===== src/source/aux_audio_pkg.sv =====
// Auxiliary audio path constants and the memory word type shared by all blocks
package aux_audio_pkg;

  ////////////////////////////////////////////////////////////////////////////
  // Timing and sizes
  ////////////////////////////////////////////////////////////////////////////

  // clk_114 cycles per stereo sample
  localparam int sample_period = 2572;

  localparam int burst_len = 4;          // Words per memory burst

  // Sample FIFO
  localparam int fifo_depth = 16;
  localparam int fifo_aw    = 4;

  ////////////////////////////////////////////////////////////////////////////
  // Addressing
  ////////////////////////////////////////////////////////////////////////////

  localparam int stream_aw = 16;         // Word offset inside the region
  localparam int mem_aw    = 23;         // Memory word address

  // Upper address bits of the sample region
  localparam logic [mem_aw-stream_aw-1:0] stream_region = 7'b1101111;

  ////////////////////////////////////////////////////////////////////////////
  // DAC
  ////////////////////////////////////////////////////////////////////////////

  localparam int chip_aw = 24;           // Chipset mixer output width
  localparam int dac_w   = 16;           // Offset-binary code width

  // Memory word seen either as two bytes or as one sample
  typedef struct packed {
    logic [7:0] hi;
    logic [7:0] lo;
  } byte_pair_t;

  typedef union packed {
    byte_pair_t  bytes;
    logic [15:0] word;
  } ram_word_u;

endpackage


===== src/source/audio_stream_fetch.sv =====
// Audio stream fetch engine, issues burst reads and tracks outstanding fills
`timescale 1ns/1ps

module audio_stream_fetch
  import aux_audio_pkg::*;
(
  input  logic              clk_114,
  input  logic              reset,
  input  logic              enable,
  input  logic              mem_ack,
  input  logic              mem_fill,
  input  logic [fifo_aw:0]  fifo_count,
  output logic              mem_req,
  output logic [mem_aw-1:0] mem_addr
);

  logic [stream_aw-1:0] offset;       // Word offset of the next burst
  logic [fifo_aw:0]     fills_due;    // Words still to come for this burst
  logic [fifo_aw:0]     committed;    // FIFO words plus words in flight
  logic                 has_room;
  logic                 idle;

  ////////////////////////////////////////////////////////////////////////////
  // Room check
  ////////////////////////////////////////////////////////////////////////////

  assign committed = fifo_count + fills_due;
  assign has_room  = committed <= (fifo_aw + 1)'(fifo_depth - burst_len);

  // One burst at a time, so the next one waits for the last fill
  assign idle = !mem_req && (fills_due == '0);

  assign mem_addr = {stream_region, offset};

  ////////////////////////////////////////////////////////////////////////////
  // Request and fill tracking
  ////////////////////////////////////////////////////////////////////////////

  always_ff @(posedge clk_114) begin
    if (reset || !enable) begin
      // Disabled stream restarts from the region base
      offset    <= '0;
      mem_req   <= 1'b0;
      fills_due <= '0;
    end else begin
      if (mem_req) begin
        if (mem_ack) begin
          mem_req   <= 1'b0;
          fills_due <= (fifo_aw + 1)'(burst_len);
          offset    <= offset + stream_aw'(burst_len);  // Wraps at 64K words
        end
      end else if (idle && has_room) begin
        mem_req <= 1'b1;
      end

      // Fills only follow an ack, never in the same cycle
      if (mem_fill && (fills_due != '0)) begin
        fills_due <= fills_due - 1'b1;
      end
    end
  end

endmodule


===== src/source/sample_fifo.sv =====
// Show-ahead sample FIFO between the memory fills and the sample pacer
`timescale 1ns/1ps

module sample_fifo
  import aux_audio_pkg::*;
(
  input  logic             clk_114,
  input  logic             reset,
  input  logic             flush,
  input  logic             wr,
  input  ram_word_u        wr_data,
  input  logic             pop,
  output ram_word_u        head,
  output logic             empty,
  output logic [fifo_aw:0] count
);

  ram_word_u          mem [fifo_depth];   // Payload only, no reset
  logic [fifo_aw-1:0] wr_ptr;
  logic [fifo_aw-1:0] rd_ptr;
  logic               do_rd;

  assign empty = (count == '0);
  assign do_rd = pop && !empty;
  assign head  = mem[rd_ptr];            // Head word readable without a pop

  always_ff @(posedge clk_114) begin
    if (wr) begin
      mem[wr_ptr] <= wr_data;
    end
  end

  ////////////////////////////////////////////////////////////////////////////
  // Pointers and occupancy
  ////////////////////////////////////////////////////////////////////////////

  always_ff @(posedge clk_114) begin
    if (reset || flush) begin
      wr_ptr <= '0;
      rd_ptr <= '0;
      count  <= '0;
    end else begin
      if (wr) begin
        wr_ptr <= wr_ptr + 1'b1;
      end
      if (do_rd) begin
        rd_ptr <= rd_ptr + 1'b1;
      end
      case ({wr, do_rd})
        2'b10:   count <= count + 1'b1;
        2'b01:   count <= count - 1'b1;
        default: count <= count;         // Both or neither
      endcase
    end
  end

endmodule


===== src/source/aux_sample_pacer.sv =====
// Auxiliary sample pacer, pops left and right words once per sample period
`timescale 1ns/1ps

module aux_sample_pacer
  import aux_audio_pkg::*;
(
  input  logic        clk_114,
  input  logic        reset,
  input  logic        enable,
  input  ram_word_u   head,
  input  logic        empty,
  output logic        pop,
  output logic [15:0] aux_left,
  output logic [15:0] aux_right
);

  logic [$clog2(sample_period)-1:0] period_cnt;
  logic                             period_end;
  logic                             left_slot;
  logic                             right_slot;
  ram_word_u                        swapped;

  ////////////////////////////////////////////////////////////////////////////
  // Sample period
  ////////////////////////////////////////////////////////////////////////////

  assign period_end = period_cnt == $bits(period_cnt)'(sample_period - 1);
  assign left_slot  = period_cnt == '0;
  assign right_slot = period_cnt == $bits(period_cnt)'(1);

  // A missing word skips the pop and keeps the old sample
  assign pop = enable && !empty && (left_slot || right_slot);

  // Memory keeps samples in the other byte order
  always_comb begin
    swapped.bytes.hi = head.bytes.lo;
    swapped.bytes.lo = head.bytes.hi;
  end

  always_ff @(posedge clk_114) begin
    if (reset) begin
      period_cnt <= '0;
      aux_left   <= '0;
      aux_right  <= '0;
    end else begin
      if (!enable || period_end) begin
        period_cnt <= '0;
      end else begin
        period_cnt <= period_cnt + 1'b1;
      end

      if (pop && left_slot) begin
        aux_left <= swapped.word;          // First word of the pair
      end
      if (pop && right_slot) begin
        aux_right <= swapped.word;
      end
    end
  end

endmodule


===== src/source/sigma_delta_dac.sv =====
// Stereo audio DAC, offset-binary conversion and first-order sigma-delta
`timescale 1ns/1ps

module sigma_delta_dac
  import aux_audio_pkg::*;
(
  input  logic               clk_114,
  input  logic               reset,
  input  logic [chip_aw-1:0] chip_left,
  input  logic [chip_aw-1:0] chip_right,
  output logic               audio_l,
  output logic               audio_r
);

  logic [chip_aw-1:0] chip_in [2];

  assign chip_in[0] = chip_left;
  assign chip_in[1] = chip_right;

  ////////////////////////////////////////////////////////////////////////////
  // One modulator per channel
  ////////////////////////////////////////////////////////////////////////////

  for (genvar ch = 0; ch < 2; ch++) begin : g_chan
    logic [dac_w-1:0] code;
    logic [dac_w-1:0] acc;
    logic [dac_w:0]   sum;
    logic             out_bit;

    // Flip the sign and keep the top bits below it
    assign code = {~chip_in[ch][chip_aw-1], chip_in[ch][chip_aw-2 -: dac_w-1]};
    assign sum  = {1'b0, acc} + {1'b0, code};

    // Carry density over 64K cycles is the code
    always_ff @(posedge clk_114) begin
      if (reset) begin
        acc     <= '0;
        out_bit <= 1'b0;
      end else begin
        acc     <= sum[dac_w-1:0];
        out_bit <= sum[dac_w];
      end
    end
  end

  assign audio_l = g_chan[0].out_bit;
  assign audio_r = g_chan[1].out_bit;

endmodule


===== src/source/aux_audio_top.sv =====
// Auxiliary audio top level, stream fetch, sample FIFO, pacer and audio DAC
`timescale 1ns/1ps

module aux_audio_top
  import aux_audio_pkg::*;
(
  input  logic               clk_114,
  input  logic               reset,
  input  logic               enable,
  // Memory side
  input  logic               mem_ack,
  input  logic               mem_fill,
  input  logic [15:0]        mem_data,
  output logic               mem_req,
  output logic [mem_aw-1:0]  mem_addr,
  // Chipset mixer
  input  logic [chip_aw-1:0] chip_left,
  input  logic [chip_aw-1:0] chip_right,
  output logic [15:0]        aux_left,
  output logic [15:0]        aux_right,
  // DAC outputs
  output logic               audio_l,
  output logic               audio_r
);

  logic             fifo_flush;
  logic [fifo_aw:0] fifo_count;
  logic             fifo_empty;
  ram_word_u        fifo_head;
  logic             sample_pop;

  assign fifo_flush = ~enable;         // Drop stale words while stopped

  ////////////////////////////////////////////////////////////////////////////
  // Auxiliary stream
  ////////////////////////////////////////////////////////////////////////////

  audio_stream_fetch u_audio_stream_fetch (
    .clk_114    (clk_114),
    .reset      (reset),
    .enable     (enable),
    .mem_ack    (mem_ack),
    .mem_fill   (mem_fill),
    .fifo_count (fifo_count),
    .mem_req    (mem_req),
    .mem_addr   (mem_addr)
  );

  sample_fifo u_sample_fifo (
    .clk_114 (clk_114),
    .reset   (reset),
    .flush   (fifo_flush),
    .wr      (mem_fill),
    .wr_data (mem_data),
    .pop     (sample_pop),
    .head    (fifo_head),
    .empty   (fifo_empty),
    .count   (fifo_count)
  );

  aux_sample_pacer u_aux_sample_pacer (
    .clk_114   (clk_114),
    .reset     (reset),
    .enable    (enable),
    .head      (fifo_head),
    .empty     (fifo_empty),
    .pop       (sample_pop),
    .aux_left  (aux_left),
    .aux_right (aux_right)
  );

  // Chipset audio DAC
  sigma_delta_dac u_sigma_delta_dac (
    .clk_114    (clk_114),
    .reset      (reset),
    .chip_left  (chip_left),
    .chip_right (chip_right),
    .audio_l    (audio_l),
    .audio_r    (audio_r)
  );

endmodule


===== config.mk =====
export PLATFORM = sky130hd
export DESIGN_NAME = aux_audio_top
export DESIGN_NICKNAME = d
export VERILOG_FILES = /design/src/source/aux_audio_pkg.sv /design/src/source/audio_stream_fetch.sv /design/src/source/sample_fifo.sv /design/src/source/aux_sample_pacer.sv /design/src/source/sigma_delta_dac.sv /design/src/source/aux_audio_top.sv
export SDC_FILE = /design/constraint.sdc
export NUM_CORES = 1
export LEC_CHECK = 0
export BUFFER_PORTS_ARGS = -buffer_cell sky130_fd_sc_hd__buf_2
export CELL_PAD_IN_SITES_DETAIL_PLACEMENT = 1
export CELL_PAD_IN_SITES_GLOBAL_PLACEMENT = 2
export CORE_AREA = 2 2 191 193
export DETAILED_ROUTE_END_ITERATION = 8
export DIE_AREA = 0 0 193 195
export GPL_ROUTABILITY_DRIVEN = 0
export PLACE_DENSITY_LB_ADDON = 0.1
export SYNTH_ARGS = -nofsm -noshare
export SYNTH_HDL_FRONTEND = slang
export SYNTH_SLANG_ARGS = --single-unit

===== constraint.sdc =====
create_clock -name clk_114 -period 3 [get_ports clk_114]
set_input_delay 0.45 -clock clk_114 [delete_from_list [all_inputs] [get_ports clk_114]]
set_output_delay 0.45 -clock clk_114 [all_outputs]
set_load 0.1 [all_outputs]

# Word-level counts from Yosys, hierarchy flattened
# Memories as Yosys holds them, arrays and structs flattened. A register that Yosys moved wholly into a read port is not among the register bits.
# Index checks and enable logic that the tools add are counted.
# op_classes
addsub,10
magnitude_cmp,1
eq_ne,4
muxes,11
bitwise,3
reduce_logical,25
# ops
op,n
adder 16 x 16 -> 17 bit,2
adder 16 x 3 -> 16 bit (second input constant),1
two-way mux 5 bit,3
adder 12 x 1 -> 12 bit (second input constant),1
equality test 12 x 1 -> 1 bit (second input constant),1
equality test 12 bit (second input constant),1
logical NOT 12 bit,1
logical NOT 5 bit,2
one-hot mux 5 bit (2 select lines),1
subtractor 5 x 1 -> 5 bit (second input constant),2
adder 4 x 1 -> 4 bit (second input constant),2
logical AND 1 bit,8
two-way mux 4 bit,2
nonzero test 2 bit,3
adder 5 x 1 -> 5 bit (second input constant),1
adder 5 bit,1
less-or-equal comparator 5 x 4 -> 1 bit (second input constant),1
two-way mux 1 bit,5
nonzero test 5 bit,1
logical OR 1 bit,4
AND reduction 2 bit,2
logical NOT 1 bit,3
inverter 1 bit,3
equality test 2 x 1 -> 1 bit (second input constant),1
other kinds (2),2
# totals
register_bits,113
mem_bits_rw,256
inputBits,69
out_inout_bits,58
word_cells,68
mem_count,1
# mem_list
name,words,word_bits,rd,rd_clocked_by_memory_dff,wr,line_no,rtl
u_sample_fifo.mem,16,16,1,1,1,sample_fifo.sv:18,ram_word_u mem [fifo_depth];

# Depth between registers and ports, before layout
# logic_depth
word_depth,7
depth_mapped,14
ltp_nobuf,13

# Cells and area by module
# From an unflattened synthesis, not the netlist that was laid out.
# hier_totals
hier_cells,1096
hier_area_um2,15956.6
# by_module_without_submodules
mod,n_inst,cells_per_inst,area_per_inst_um2,seq_area_each_um2
sample_fifo,1,508,10639.0,8027.7
sigma_delta_dac,1,276,2359.8,680.7
aux_sample_pacer,1,172,1766.7,880.8
audio_stream_fetch,1,139,1187.4,400.4
aux_audio_top,1,1,3.8,0.0

# Worst setup path after synthesis
# OpenSTA, ideal clock, no wires.
# synth_path
path_kind,input port to flip-flop
from,input enable
to,register u_sample_fifo.count[4]
setup_time_ns,0.128
arrival_time_ns,2.539
required_time_ns,2.872
setup_slack_ns,0.334
stages,12
n_path_buf,1
path_cell_list,nor4b_1 -> o2111ai_1 -> nor2_1 -> ha_1 -> clkbuf_1 -> xor2_1 -> ha_1 -> a21oi_1 -> a32oi_1 -> a21oi_1 -> xnor2_1 -> nor2_1
# synth_between
elab_chain_cells,5
elab_cells_between_ends,9
classes_between,2 x eq/ne; 1 x mux; 1 x bitwise; 5 x reduce/logical
# synth_lines
item,line_no,rtl
from (decl),aux_audio_top.sv:9,"input logic enable,"
logical AND 1 bit (2 in a row),aux_sample_pacer.sv:32,assign pop = enable && !empty && (left_slot || right_slot);
logical AND 1 bit,sample_fifo.sv:24,assign do_rd = pop && !empty;
equality test 2 x 1 -> 1 bit or equality test 2 bit (tied branches),sample_fifo.sv:49,"case ({wr, do_rd})"
one-hot mux 5 bit (2 select lines) or nonzero test 2 bit (tied branches),n/a,
to (signal assigned),sample_fifo.sv:50,2'b10: count <= count + 1'b1;
to (signal assigned),sample_fifo.sv:51,2'b01: count <= count - 1'b1;
to (signal assigned),sample_fifo.sv:52,default: count <= count;
to (decl),sample_fifo.sv:15,output logic [fifo_aw:0] count
# Several ways; a longest one is shown, not always the timed one.
# A chain may end at the register's enable or synchronous reset.

# Final worst setup path
# layout_path
from,register u_aux_sample_pacer.period_cnt[3]
to,register u_sample_fifo.count[4]
# layout_between
elab_chain_cells,6
elab_cells_between_ends,9
classes_between,3 x eq/ne; 1 x mux; 5 x reduce/logical
# layout_lines
item,line_no,rtl
from (decl),aux_sample_pacer.sv:17,logic [$clog2(sample_period)-1:0] period_cnt;
from (signal assigned),aux_sample_pacer.sv:49,period_cnt <= period_cnt + 1'b1;
equality test 12 x 1 -> 1 bit or logical NOT 12 bit (tied branches),"aux_sample_pacer.sv:29, aux_sample_pacer.sv:28",
logical OR 1 bit *,aux_sample_pacer.sv:32,
logical AND 1 bit *,aux_sample_pacer.sv:32,
logical AND 1 bit *,sample_fifo.sv:24,
equality test 2 x 1 -> 1 bit or equality test 2 bit (tied branches),sample_fifo.sv:49,
one-hot mux 5 bit (2 select lines) or nonzero test 2 bit (tied branches),n/a,
# Mark *: on every way between the ends. The rest lies on a longest branch, timed or not.

==> summary.txt <==
Cells and area
  • Commonest non-fill, non-tap cell in the layout: edfxtp_1
  • Most frequent cells in the layout: edfxtp_1 (256), dfxtp_1 (113), buf_2 (101), nor2_1 (88), mux4_2 (80)
  • Proportion of layout cells with a drive suffix above 1: 25.3%
  • Multi-input logic area: 5130 sq um
  • Area grow syn2layout: 15.9%
  • Register area: 9990 sq um
  • Final Cell Area: 18,000 sq um
  • Final core occ: 50.8%
  • NumNets Final: 1,265
  • Final cell count without fillers: 1,637
  • # fillers: 3,479

Floorplan
  • Die Y: 195 um
  • Top Ports: 127
  • Core area: 35,400 sq um
  • Die Area: about 38,000 sq um
  • Chip width: approximately 190 um
  • Starting Density: 43.9%
  • FP Rows: 69

Synth
  • FF+latch count, synth: 371
  • Async set or reset register ratio after synthesis: 0%
  • Cells after Synth: ~1k
  • Distinct cell type count of the synthesized netlist: 61
  • Sequential area share after synthesis: 64.3%
  • Main synth FF type: edfxtp_1
  • Synth Warn #: 0
  • EDFF count, synth: 256
  • Avg Inst Size Synth: 15.5 sq um
  • Post-Syn Area: around 16,000 sq um

STA
  • Final Max Slew Viols: 0
  • Skew final: ~12 ps
  • Worst Setup Slack, final: 362 ps
  • RSZ-0062 raised after global routing: no
  • Fmax: 379 MHz
  • Final hold slack: 241 ps
  • Crit share post-route: roughly 88%
  • Final Hold Fails: 0
  • Worst Max-Slew Pin Slew: 743 ps
  • Final min period: roughly 2600 ps
  • Setup TNS: 0 ps
  • Final setup vio count: 0
  • Max-slew headroom: between 50% and 60%

Setup path
  • Critical Path Source Type: flop
  • Reg-to-reg setup timing slack: 360 ps
  • Reg2Reg Depth: 13
  • CP Data Arrival Time: 3050 ps
  • Crit end category: flop
  • Worst R2R Start: u_aux_sample_pacer.period_cnt[3]
  • Setup CP Type: flop to flop
  • Worst Path Max Fanout: 5
  • Reg-to-Reg End: u_sample_fifo.count[4]
  • CP required: ~3400 ps

Pwr
  • Tot Pwr: between 10 and 15 mW
  • Worst VDD drop: about 0.00045 V
  • Pwr/cell area: 692 nW/um^2
  • Leakage dissipation: 6.50 nW

Detailed routing
  • Routed wire length: 34,400 um
  • Vias: 8,754
  • Pre-antenna DRT Iters: 4
  • Drt drc: 0
  • DR WL/cell: around 21 um
  • Vias per cell: 5.35
  • Post-route ant nets: 0
  • Initial DRC Count: 636

Hold path
  • Depth of the worst hold-timing path: 3
  • HP Class: input pin to flop
  • Beginning of the worst hold path: chip_right[8]
  • Hold EP: u_sigma_delta_dac.g_chan[1].acc[0]

GRT
  • Total track usage: 18.8%
  • Largest net degree at the start of global routing: 42
  • GRT overflow: 0
  • Vias in the first global route: 9,138
  • First-pass GRT wire length: 53,800 um
  • Initial antenna violation count: 1

Clocking
  • CTS Hold Bufs: 0
  • CTS root buf: clkbuf_16
  • Clock sink total: 371
  • H-tree lvl count: 2
  • Clock Path Buffers: 3
  • CTS tree: yes
  • Cts repair resizes: 0
  • # Post-CTS Setup Buffers: 0
  • Clock transition at path regs: about 60 ps
  • CTS buffer count: 41
  • Clock latency on the worst-skew pair: 540 ps

Placed design
  • Pre-CTS setup slack: 272 ps
  • Inst Count DP: 1,562
  • Port bufs: 101
  • Detailed Place HPWL: 21,800 um
  • Placed Area: 16,700 sq um

Job
  • Max_cap viols: 0

Status
  • Outcome: finished clean
[worst max-delay path by stage]
stage | depth (start not counted) | start | to | slack, ps
after CTS | 12 | u_sample_fifo.count[0] | u_sample_fifo.count[4] | 320
final | 13 | u_aux_sample_pacer.period_cnt[3] | u_sample_fifo.count[4] | 360
after detailed placement | 14 | enable | u_sample_fifo.count[4] | 270
after floorplan | 12 | enable | u_sample_fifo.count[4] | 330
after global routing | 12 | u_sample_fifo.count[0] | u_sample_fifo.count[4] | 110
after global placement | 11 | chip_left[8] | u_sigma_delta_dac.g_chan[0].acc[14] | 310
[synthesized netlist by cell type (3+ instances only)]
library cell | instances | area (sq um)
a211oi_1 | 9 | 67.6
a21o_1 | 9 | 67.6
a21oi_1 | 24 | 120
a22o_1 | 32 | 280
a31oi_1 | 9 | 56.3
and2_1 | 19 | 119
and3_1 | 10 | 62.6
buf_1 | 11 | 41.3
buf_4 | 9 | 67.6
buf_6 | 12 | 135
clkbuf_1 | 14 | 52.6
dfxtp_1 | 115 | 2300
edfxtp_1 | 256 | 7690
fa_1 | 3 | 60.1
ha_1 | 49 | 613
inv_1 | 29 | 109
mux2i_1 | 4 | 40.0
mux4_2 | 80 | 1800
nand2_1 | 33 | 124
nand2b_1 | 6 | 37.5
nand3_1 | 6 | 30.0
nand4_1 | 12 | 75.1
nor2_1 | 88 | 330
nor2b_1 | 14 | 87.6
nor3_1 | 12 | 60.1
o21a_1 | 7 | 52.6
o21ai_0 | 25 | 125
o31a_1 | 3 | 26.3
or3_1 | 3 | 18.8
xnor2_1 | 22 | 193
xor2_1 | 32 | 280
[final cells by class]
type	instances	area share [%]
Clock inverter	20	0.974
Sequential cell	371	55.5
Multi-Input combinational cell	559	28.5
Antenna cell	1	0.0139
Clock buffer	54	6.37
Tap cell	461	3.21
Timing Repair Buffer	142	4.80
Inverter	29	0.605
[report_power, final]
part	switching (mW)	internal, mW
Clock	2.01	2.87
Sequential	0.0728	5.67
Combinational	1.09	0.732
Total	3.17	9.27
[flip-flops by register name, summed over array words and instances (netlist names), 5 cells and up, named ones only]
register                        count
u_sample_fifo.mem                 256
u_sigma_delta_dac.g_chan.acc       32
u_aux_sample_pacer.aux_left        16
u_aux_sample_pacer.aux_right       16
u_audio_stream_fetch.offset        14
u_aux_sample_pacer.period_cnt      12
u_audio_stream_fetch.fills_due      5
u_sample_fifo.count                 5
[worst max-delay path, cell delays in order, from the launching register on]
cell	delay, ps
dfxtp_1	370
nor4b_1	340
buf_4	190
o2111ai_1	110
nor2_1	220
ha_1	230
xor2_1	80
ha_1	170
a21oi_1	280
nor3b_1	90
o21ai_0	150
a21oi_1	100
xnor2_1	140
nor2_1	50
[layer usage]
layer / up-vias / share of wire, % / global-route usage (%)
met2: 180 / 46 / 29.4
met4: 0 / 1.4 / 4.49
met5: - / 0 / 0
met3: 38 / 5.7 / 3.32
li1: 4112 / - / -
met1: 4424 / 47 / 27.4
[logic make-up (layout without fill, tap and decap cells)]
kind of cell,after synthesis,count (layout),synth area share (%)
buf+inv,78,245,2.84
xor+xnor,54,54,3.05
compound gates,143,143,6.70
mux,88,88,12.1
simple gates,213,213,6.57
other cells,2,10,0.0484
fa+ha+maj,52,52,4.33
flops,371,371,64.3
Note: power is estimated with default switching activity, not from simulation.
